### src/logic/core_shell_pkg.sv
// Shared definitions for the core shell
// Scrambling key and nonce widths, vector types and reset defaults,
// alert and wake cause structs, key request state encoding

package core_shell_pkg;

  ////////////////////////////////////////////////////////////
  // Scrambling key and nonce
  ////////////////////////////////////////////////////////////

  localparam int unsigned SCR_KEY_W   = 128;
  localparam int unsigned SCR_NONCE_W = 64;

  typedef logic [SCR_KEY_W-1:0]   scr_key_t;
  typedef logic [SCR_NONCE_W-1:0] scr_nonce_t;

  // Values used until the provider delivers a first key
  localparam scr_key_t   SCR_KEY_RST   = 128'h3a5c_91e7_0d4b_f26a_8c17_e5d9_4b02_a7f3;
  localparam scr_nonce_t SCR_NONCE_RST = 64'h6f1d_c83a_95b2_07e4;

  // Configuration seen by the cache RAMs
  typedef struct packed {
    logic       key_valid;
    scr_key_t   key;
    scr_nonce_t nonce;
  } scr_cfg_t;

  // Key request state
  typedef enum logic {
    SCR_IDLE = 1'b0,
    SCR_REQ  = 1'b1
  } scr_state_e;

  ////////////////////////////////////////////////////////////
  // Alerts and wake causes
  ////////////////////////////////////////////////////////////

  typedef struct packed {
    logic minor;
    logic major_internal;
    logic major_bus;
  } alert_t;

  // Asynchronous causes that reopen the core clock
  typedef struct packed {
    logic debug_req;
    logic irq_pending;
    logic irq_nm;
  } wake_t;

endpackage
### src/logic/core_shell_top.sv
// Core shell top level
// Wake control and scrambling key control instances,
// merge of core and lockstep alerts

`timescale 1ns/1ps

module core_shell_top (
  input  logic                       clk_i,
  input  logic                       rst_ni,

  // Core side
  input  logic                       core_busy_i,
  input  core_shell_pkg::wake_t      wake_i,
  input  logic                       test_en_i,
  input  logic                       icache_inval_i,
  input  logic                       core_alert_minor_i,
  input  logic                       core_alert_major_i,
  input  core_shell_pkg::alert_t     lockstep_alert_i,

  // Key provider
  input  logic                       scr_key_valid_i,
  input  core_shell_pkg::scr_key_t   scr_key_i,
  input  core_shell_pkg::scr_nonce_t scr_nonce_i,

  // Status
  output logic                       clk_en_o,
  output logic                       core_sleep_o,
  output logic                       scr_req_o,
  output core_shell_pkg::scr_cfg_t   scr_cfg_o,
  output core_shell_pkg::alert_t     alert_o
);

  ////////////////////////////////////////////////////////////
  // Wake control
  ////////////////////////////////////////////////////////////

  core_wake_ctrl u_core_wake_ctrl (
    .clk_i       (clk_i),
    .rst_ni      (rst_ni),
    .core_busy_i (core_busy_i),
    .wake_i      (wake_i),
    .test_en_i   (test_en_i),
    .clk_en_o    (clk_en_o),
    .core_sleep_o(core_sleep_o)
  );

  ////////////////////////////////////////////////////////////
  // Scrambling key control
  ////////////////////////////////////////////////////////////

  icache_scramble_ctrl u_icache_scramble_ctrl (
    .clk_i          (clk_i),
    .rst_ni         (rst_ni),
    .icache_inval_i (icache_inval_i),
    .scr_key_valid_i(scr_key_valid_i),
    .scr_key_i      (scr_key_i),
    .scr_nonce_i    (scr_nonce_i),
    .scr_req_o      (scr_req_o),
    .scr_cfg_o      (scr_cfg_o)
  );

  ////////////////////////////////////////////////////////////
  // Alert merge
  ////////////////////////////////////////////////////////////

  assign alert_o.minor          = core_alert_minor_i | lockstep_alert_i.minor;
  assign alert_o.major_internal = core_alert_major_i | lockstep_alert_i.major_internal;

  // The core has no bus alert of its own
  assign alert_o.major_bus      = lockstep_alert_i.major_bus;

  // Alerts leave the shell clean once out of reset
  a_alert_known: assert property (
    @(posedge clk_i) disable iff (!rst_ni)
    !$isunknown(alert_o)
  ) else $error("alert output unknown");

endmodule

### src/logic/icache_scramble_ctrl.sv
// Instruction cache scrambling key control
// Key request FSM, key-valid tracking and key and nonce registers
// loaded from the key provider

`timescale 1ns/1ps

module icache_scramble_ctrl (
  input  logic                       clk_i,
  input  logic                       rst_ni,

  // From the cache
  input  logic                       icache_inval_i,

  // Key provider
  input  logic                       scr_key_valid_i,
  input  core_shell_pkg::scr_key_t   scr_key_i,
  input  core_shell_pkg::scr_nonce_t scr_nonce_i,
  output logic                       scr_req_o,

  // To the cache RAMs
  output core_shell_pkg::scr_cfg_t   scr_cfg_o
);

  import core_shell_pkg::*;

  scr_state_e state_d, state_q;
  logic       req_open;
  logic       key_valid_d, key_valid_q;
  scr_key_t   key_q;
  scr_nonce_t nonce_q;

  ////////////////////////////////////////////////////////////
  // Key request FSM
  ////////////////////////////////////////////////////////////

  assign req_open = (state_q == SCR_REQ);

  // Opened by an invalidation, closed by the first valid key
  always_comb begin
    state_d = state_q;
    case (state_q)
      SCR_IDLE: begin
        if (icache_inval_i) begin
          state_d = SCR_REQ;
        end
      end
      SCR_REQ: begin
        if (scr_key_valid_i) begin
          state_d = SCR_IDLE;
        end
      end
    endcase
  end

  ////////////////////////////////////////////////////////////
  // Key valid tracking
  ////////////////////////////////////////////////////////////

  // Valid from reset until the cache invalidates, back once a requested key lands
  always_comb begin
    if (req_open) begin
      key_valid_d = scr_key_valid_i;
    end else if (icache_inval_i) begin
      key_valid_d = 1'b0;
    end else begin
      key_valid_d = key_valid_q;
    end
  end

  always_ff @(posedge clk_i or negedge rst_ni) begin
    if (!rst_ni) begin
      state_q     <= SCR_IDLE;
      key_valid_q <= 1'b1;
    end else begin
      state_q     <= state_d;
      key_valid_q <= key_valid_d;
    end
  end

  ////////////////////////////////////////////////////////////
  // Key and nonce
  ////////////////////////////////////////////////////////////

  // Any valid key from the provider is taken, requested or not
  always_ff @(posedge clk_i or negedge rst_ni) begin
    if (!rst_ni) begin
      key_q   <= SCR_KEY_RST;
      nonce_q <= SCR_NONCE_RST;
    end else if (scr_key_valid_i) begin
      key_q   <= scr_key_i;
      nonce_q <= scr_nonce_i;
    end
  end

  assign scr_req_o = req_open;

  assign scr_cfg_o = '{key_valid: key_valid_q, key: key_q, nonce: nonce_q};

  ////////////////////////////////////////////////////////////
  // Assertions
  ////////////////////////////////////////////////////////////

  // A request is only dropped once the provider answered
  a_req_fall: assert property (
    @(posedge clk_i) disable iff (!rst_ni)
    $fell(scr_req_o) |-> $past(scr_key_valid_i)
  ) else $error("key request dropped without a valid key");

  // Key valid only drops on invalidation or an unanswered request
  a_key_valid_fall: assert property (
    @(posedge clk_i) disable iff (!rst_ni)
    $fell(scr_cfg_o.key_valid) |-> $past(icache_inval_i || scr_req_o)
  ) else $error("key valid dropped without cause");

endmodule

### src/logic/core_wake_ctrl.sv
// Core wake control
// Registered busy flag, clock enable with test bypass and sleep indication

`timescale 1ns/1ps

module core_wake_ctrl (
  input  logic                  clk_i,
  input  logic                  rst_ni,

  input  logic                  core_busy_i,
  input  core_shell_pkg::wake_t wake_i,
  input  logic                  test_en_i,

  output logic                  clk_en_o,
  output logic                  core_sleep_o
);

  logic core_busy_q;
  logic wake_any;
  logic run_en;

  ////////////////////////////////////////////////////////////
  // Busy register
  ////////////////////////////////////////////////////////////

  // The core's own request to sleep lands one cycle late
  always_ff @(posedge clk_i or negedge rst_ni) begin
    if (!rst_ni) begin
      core_busy_q <= 1'b0;
    end else begin
      core_busy_q <= core_busy_i;
    end
  end

  ////////////////////////////////////////////////////////////
  // Clock enable
  ////////////////////////////////////////////////////////////

  // Wake causes bypass the register
  assign wake_any = wake_i.debug_req | wake_i.irq_pending | wake_i.irq_nm;

  assign run_en       = core_busy_q | wake_any;
  assign core_sleep_o = ~run_en;

  // Test mode keeps the clock running, sleep state still reported
  assign clk_en_o = run_en | test_en_i;

  ////////////////////////////////////////////////////////////
  // Assertions
  ////////////////////////////////////////////////////////////

  // An awake core never sees its clock stopped
  a_awake_clk_en: assert property (
    @(posedge clk_i) disable iff (!rst_ni)
    !core_sleep_o |-> clk_en_o
  ) else $error("clock enable low while core awake");

endmodule

### config.mk
export PLATFORM = sky130hd
export DESIGN_NAME = core_shell_top
export DESIGN_NICKNAME = d
export VERILOG_FILES = /design/src/logic/core_shell_pkg.sv /design/src/logic/core_shell_top.sv /design/src/logic/icache_scramble_ctrl.sv /design/src/logic/core_wake_ctrl.sv
export SDC_FILE = /design/constraint.sdc
export NUM_CORES = 1
export LEC_CHECK = 0
export ABC_AREA = 1
export BUFFER_PORTS_ARGS = -buffer_cell sky130_fd_sc_hd__buf_2
export CAP_MARGIN = 10
export CORE_MARGIN = 5
export CORE_UTILIZATION = 35
export DETAILED_ROUTE_END_ITERATION = 12
export PLACE_DENSITY = 0.65
export SYNTH_ARGS = -nofsm -noshare
export SYNTH_HDL_FRONTEND = slang
export SYNTH_HIERARCHICAL = 1
export SYNTH_SLANG_ARGS = --single-unit
### constraint.sdc
create_clock -name clk_i -period 0.8 [get_ports clk_i]
set_input_delay 0.08 -clock clk_i [delete_from_list [all_inputs] [get_ports clk_i]]
set_output_delay 0.08 -clock clk_i [all_outputs]
set_load 0.03 [all_outputs]
==> metrics.csv, run 1 <==
stage;metric;value;unit
critical_path;path_delay_family;flip-flops;
timing;finalCritPeriodShare;162;%
die;dieArea;25600;sq um
timing;tightest_slew;0.378;ns
critical_path;cp_cell_sequence;nor2_4 -> inv_2 -> nor2_4 -> buf_6;
finish;multiInputGateArea;1920;sq um
die;die_x;160;microns
timing;relSlewSlack;74.5;%
logic_synthesis;synth_cells;837;
route;post-route-drc-count;0;
logic_synthesis;synth-async-reset-ratio;100;%
global_route;grt_pass1_vias;8493;
status;violations;setup timing;
clocking;cts.path.max_buffers;2;
critical_path;crit_slowest_cell;dfrtp_1;
route;drt-wirelength-per-cell;16.9;microns
die;rows;54;
die;initial_utilization;35.9;%
logic_synthesis;synth.distinct_cells;13;
die;die_h;160;microns
global_route;grt_pass1_wl;44.6;mm
logic_synthesis;synth.avg_cell_area;9.41;sq um
status;status;finished, violations left;
global_route;groute.usage.overall;21.4;%
critical_path;cp-end-kind;primary output;
clocking;cts_made_buffers;17;
logic_synthesis;synth_area;7880;sq um
clocking;cts_num_sinks;195;
route;routed_wl;30.1;mm
timing;hold_viol;0;
finish;final_cells;1786;
route;dr_total_vias;8223;
critical_path;max_stage_delay;0.41;ns
timing;finalClockSkew;0.000280;ns
clocking;cts-root-buf;clkbuf_16;
critical_path;crit_type;reg -> out;
critical_path;cpMostUsedCell;nor2_4;
timing;setup_viol;220;
critical_path;critical_path.max_fanout;2;
pwr;power_density;1920;nW/um^2
finish;fillers;1475;
timing;final_max_slew_viol_count;0;
finish;nets;1694;
timing;fin_setup_tns;-63.65;ns
placed_design;dp.cells;1499;
timing;fmax;769;MHz
finish;design_area;14500;sq um
timing;rsz0062_at_grt;yes;
global_route;antenna_found_initial;5;
clocking;clk_latency;0.41;ns
clocking;cts.clk_slew.worst_paths;0.08;ns
timing;finalWorstSetupSlack;-0.500;ns
worst_hold_path;worstHoldPathType;in -> async;
global_route;grt_max_degree;63;
pwr;ir_worst_vdd;1.11;mV
timing;finalHoldWorstSlack;0.0948;ns
timing;period_needed;1.30;ns
finish;syn_to_final_growth;84.7;%
placed_design;postPlaceCellArea;10200;sq um
finish;seqCellArea;5000;sq um
route;antenna_left;0;
logic_synthesis;yosysSeqAreaShare;63.5;%
critical_path;crit_path_start_kind;flop;
route;viasPerCell;4.60;
finish;fin_util;66.2;%
placed_design;dp.final_hpwl;16.6;mm
critical_path;path_buf_inv;2;
logic_synthesis;ys.flop_type;dfstp_2;
die;coreArea;22000;sq um
global_route;overflow;0;
pwr;leakagePower;0.00738;uW
finish;drive_gt1_share;45.2;%
clocking;cts_tree;built;
route;drt-initial-drc-count;621;
logic_synthesis;syn_nets;1043;
critical_path;worstPathArrival;1.22;ns
placed_design;port_buffers;402;
clocking;htreeDepth;4;
die;io_pins;405;
logic_synthesis;ys_seq_elements;195;
job;maxCapViolCount;0;
critical_path;crit_required;0.72;ns
placed_design;place_congestion;0.814;
logic_synthesis;yosys_warnings;6;
logic_synthesis;synth_edf_count;0;
route;drtPass1Iterations;5;
state kept, by name, summed over array words and instances, names as in the netlist:
signal	cells
u_icache_scramble_ctrl/key_valid_q	1
u_icache_scramble_ctrl/nonce_q	64
u_icache_scramble_ctrl/key_q	128
u_core_wake_ctrl/core_busy_q	1
u_icache_scramble_ctrl/scr_req_o	1
cells by family after synthesis:
family | count (synthesis) | synth area share, %
AOI/OAI and AO/OA | 192 | 12.2
buffers and inverters | 246 | 14.5
DFF | 195 | 63.5
and+or+nand+nor | 204 | 9.80
path summary, 6_finish.rpt:
check                                                   startpoint                            endpoint  slack (ns)  cells past startpoint
worst max-delay path                  u_core_wake_ctrl/core_busy_q                        core_sleep_o       -0.50                      4
worst min-delay path                                        rst_ni  u_icache_scramble_ctrl/nonce_q[25]        0.09                      2
worst max register to register  u_icache_scramble_ctrl/nonce_q[44]  u_icache_scramble_ctrl/nonce_q[44]       -0.27                      3
worst min register to register    u_icache_scramble_ctrl/key_q[50]    u_icache_scramble_ctrl/key_q[50]        0.46                      2
max in group asynchronous                                   rst_ni    u_icache_scramble_ctrl/key_q[80]        0.13                      3
min in group clk_i                                 scr_key_valid_i    u_icache_scramble_ctrl/key_q[65]        0.10                      3
metal layers:
metal	GRT usage [%]	share of wire, %	vias to the layer above
met5	0	0	-
met4	10.3	3.8	0
met3	6.52	8.0	87
met2	36.7	51	412
met1	24.5	37	3924
li1	-	-	3800
power by group:
group	switching, uW	leakage (uW)	internal, uW
Clock	4150	0.000282	4160
Combinational	4110	0.00489	3600
Sequential	722	0.00220	11100
Total	8990	0.00738	18900
final cells by class:
cell class | count | area share, %
timing repair buffer | 677 | 40.7
clock buffer | 18 | 2.95
tap | 280 | 2.41
inverter | 201 | 5.20
sequential | 195 | 34.4
clock inverter | 14 | 0.964
multi-input combinational | 396 | 13.2
antenna | 5 | 0.0860
layout by cell type, fill, tap and decap left out, types with 2 or more instances in the layout:
cell type      netlist  layout
buf_4               20      65
nand2_1            198     197
dlygate4sd3_1        0     196
inv_2                0      18
nor2_4               0       3
nor2_1               3       2
o21ai_1             57      96
clkbuf_16            0      17
inv_1              201     182
dfstp_2             99      99
buf_6               18     203
buf_2                5     204
o21ai_2              0      43
o21ai_0            135      53
clkinv_2             0       2
diode_2              0       5
inv_6                0       8
dfrtp_1             96      95
clkinv_8             0       3
buf_12               0       7
cells in the mapped netlist, types with 2 or more instances:
cell type | n | share of area [%]
o21ai_1 | 57 | 3.6
nand2_1 | 198 | 9.4
buf_2 | 5 | 0.32
dfrtp_1 | 96 | 31
clkbuf_1 | 2 | 0.095
buf_4 | 20 | 1.9
dfstp_2 | 99 | 33
o21ai_0 | 135 | 8.6
buf_6 | 18 | 2.6
nor2_1 | 3 | 0.14
nor2_2 | 2 | 0.16
inv_1 | 201 | 9.6
stage by stage:
step / power, uW / setup WS (ns)
CTS: 27400 / -0.490
global placement: 16700 / -0.101
detailed placement: 16800 / -0.0987
global route: 29000 / -0.540
floorplan: 14800 / -0.0399
finish: 27900 / -0.500
timing repair:
action,CTS,global route
gates resized for setup,397,84
setup endpoints to repair,196,266
hold buffers,196,0
pin swaps,3,13
hold endpoints to repair,324,0
gates cloned,0,0
setup buffers,20,37
(Power assumes the default switching activity.)
==> inputs of run 2 (changes only) <==
Settings changed: CORE_AREA from default to 2 2 158 160, CORE_MARGIN 5 to default, CORE_UTILIZATION 35 to default, DIE_AREA from default to 0 0 160 162, PLACE_DENSITY 0.65 to 0.61.
==> metrics.csv, run 2 (synthesis results as in run 1) <==
stage;metric;value;unit
global_route;grt_max_degree;68;
route;routed_wl;28.1;mm
critical_path;crit_path_start_kind;flop;
pwr;leakagePower;0.00733;uW
critical_path;crit_type;reg -> out;
critical_path;cp-end-kind;primary output;
timing;finalWorstSetupSlack;-0.488;ns
die;initial_utilization;32.7;%
placed_design;place_congestion;0.820;
global_route;grt_pass1_wl;42.3;mm
clocking;cts_tree;built;
die;dieArea;25900;sq um
route;drtPass1Iterations;5;
finish;final_common_cell;buf_6;
timing;period_needed;1.29;ns
placed_design;port_buffers;402;
finish;nets;1685;
timing;relSlewSlack;81.1;%
placed_design;place_ws;-0.103;ns
status;violations;setup timing;
route;antenna_left;0;
global_route;overflow;0;
finish;top_regs;u_icache_scramble_ctrl/key_q (128), u_icache_scramble_ctrl/nonce_q (64);
route;dr_total_vias;7989;
finish;n_antenna_cell;0;
pwr;ir_worst_vdd;1.31;mV
timing;fmax;776;MHz
route;drt-initial-drc-count;493;
critical_path;worstPathArrival;1.21;ns
job;maxCapViolCount;0;
placed_design;dp.final_hpwl;16.1;mm
placed_design;postPlaceCellArea;10200;sq um
clocking;cts.path.max_buffers;2;
timing;finalHoldWorstSlack;0.0220;ns
clocking;cts.clk_slew.worst_paths;0.08;ns
timing;finalClockSkew;0.000291;ns
die;die_h;162;microns
pwr;total_power;27600;uW
die;rows;57;
global_route;groute.usage.overall;20.4;%
die;die_x;160;microns
die;coreArea;24100;sq um
global_route;grt_pass1_vias;8446;
finish;largest_register_ffs;128;
critical_path;rrSetupSlack;-0.08;ns
timing;rsz0062_at_grt;yes;
timing;finalCritPeriodShare;161;%
critical_path;critical_path.max_fanout;2;
pwr;power_density;1900;nW/um^2
timing;hold_viol;0;
clocking;htreeDepth;4;
timing;final_max_slew_viol_count;0;
critical_path;crit_required;0.72;ns
finish;syn_to_final_growth;84.6;%
finish;drive_gt1_share;45.1;%
clocking;cts-root-buf;clkbuf_16;
worst_hold_path;worstHoldPathType;in -> reg;
clocking;clk_latency;0.42;ns
clocking;cts_made_buffers;17;
route;drt-wirelength-per-cell;15.5;microns
finish;regMostFlops;u_icache_scramble_ctrl/key_q;
finish;final_cell_mix;205 x buf_6, 204 x buf_2, 197 x nand2_1;
global_route;antenna_found_initial;0;
timing;setup_viol;213;
die;io_pins;405;
timing;tightest_slew;0.283;ns
finish;fillers;1795;
route;post-route-drc-count;0;
clocking;cts_num_sinks;195;
status;status;finished, violations left;
route;viasPerCell;4.40;
finish;design_area;14500;sq um
run 2: cell count changes in the layout (fill, tap and decap cells not counted), sizes merged:
| cell | delta |
|---|---|
| buf | -9 |
| clkbuf | +2 |
| clkinv | -1 |
| clkinvlp | +1 |
| diode | -5 |
| inv | -2 |
run 2: cell type report:
class | count | area, sq um | share of cell area (%)
sequential | 195 | 5000 | 34.4
tap | 324 | 405 | 2.79
clock inverter | 12 | 114 | 0.783
inverter | 201 | 754 | 5.19
clock buffer | 20 | 447 | 3.07
multi-input combinational | 396 | 1930 | 13.2
timing repair buffer | 668 | 5890 | 40.5
run 2: what timing repair did:
item / 4_1_cts / 5_1_grt
hold endpoints to repair: 315 / 0
gates resized for setup: 400 / 86
cloned: 0 / 0
setup buffers: 12 / 34
endpoints found under the setup margin: 197 / 259
hold buffers: 196 / 0
pin swaps: 2 / 17
run 2: final timing paths:
path | startpoint | endpoint | cells past startpoint
max | u_core_wake_ctrl/core_busy_q | clk_en_o | 3
min | scr_key_valid_i | u_icache_scramble_ctrl/key_q[75] | 2
max reg2reg | u_icache_scramble_ctrl/nonce_q[30] | u_icache_scramble_ctrl/nonce_q[30] | 4
min reg2reg | u_icache_scramble_ctrl/key_q[24] | u_icache_scramble_ctrl/key_q[24] | 2
max in group asynchronous | rst_ni | u_icache_scramble_ctrl/key_q[32] | 3
min in group asynchronous | rst_ni | u_icache_scramble_ctrl/key_q[113] | 2
run 2: critical path, stage by stage, from the launching register on:
cell	delay, ns
dfrtp_1	0.40
nor2_4	0.12
nand3_2	0.11
buf_6	0.16
run 2: through the flow:
step | setup TNS [ns] | util (%) | std cells
after floorplan | -2.77 | - | 837
after global placement | -3.72 | 42.5 | 1544
after detailed placement | -5.92 | 42.5 | 1544
after CTS | -66.16 | 58.5 | 1784
after global routing | -70.53 | 60.3 | 1816
final | -62.10 | 60.3 | 1816
run 2: per-layer routing:
metal  share of wire, %  vias up  global-route usage [%]
met5                  0        -                       0
met3                7.0       91                    5.64
li1                   -     3778                       -
met1                 37     3752                    22.6
met2                 51      368                    36.1
met4                4.5        0                    10.4
run 2: where the power goes:
part           total (uW)  switching [uW]  internal, uW
logic                7570            4000          3570
registers           11800             728         11100
clock network        8220            4010          4210
total               27600            8740         18900
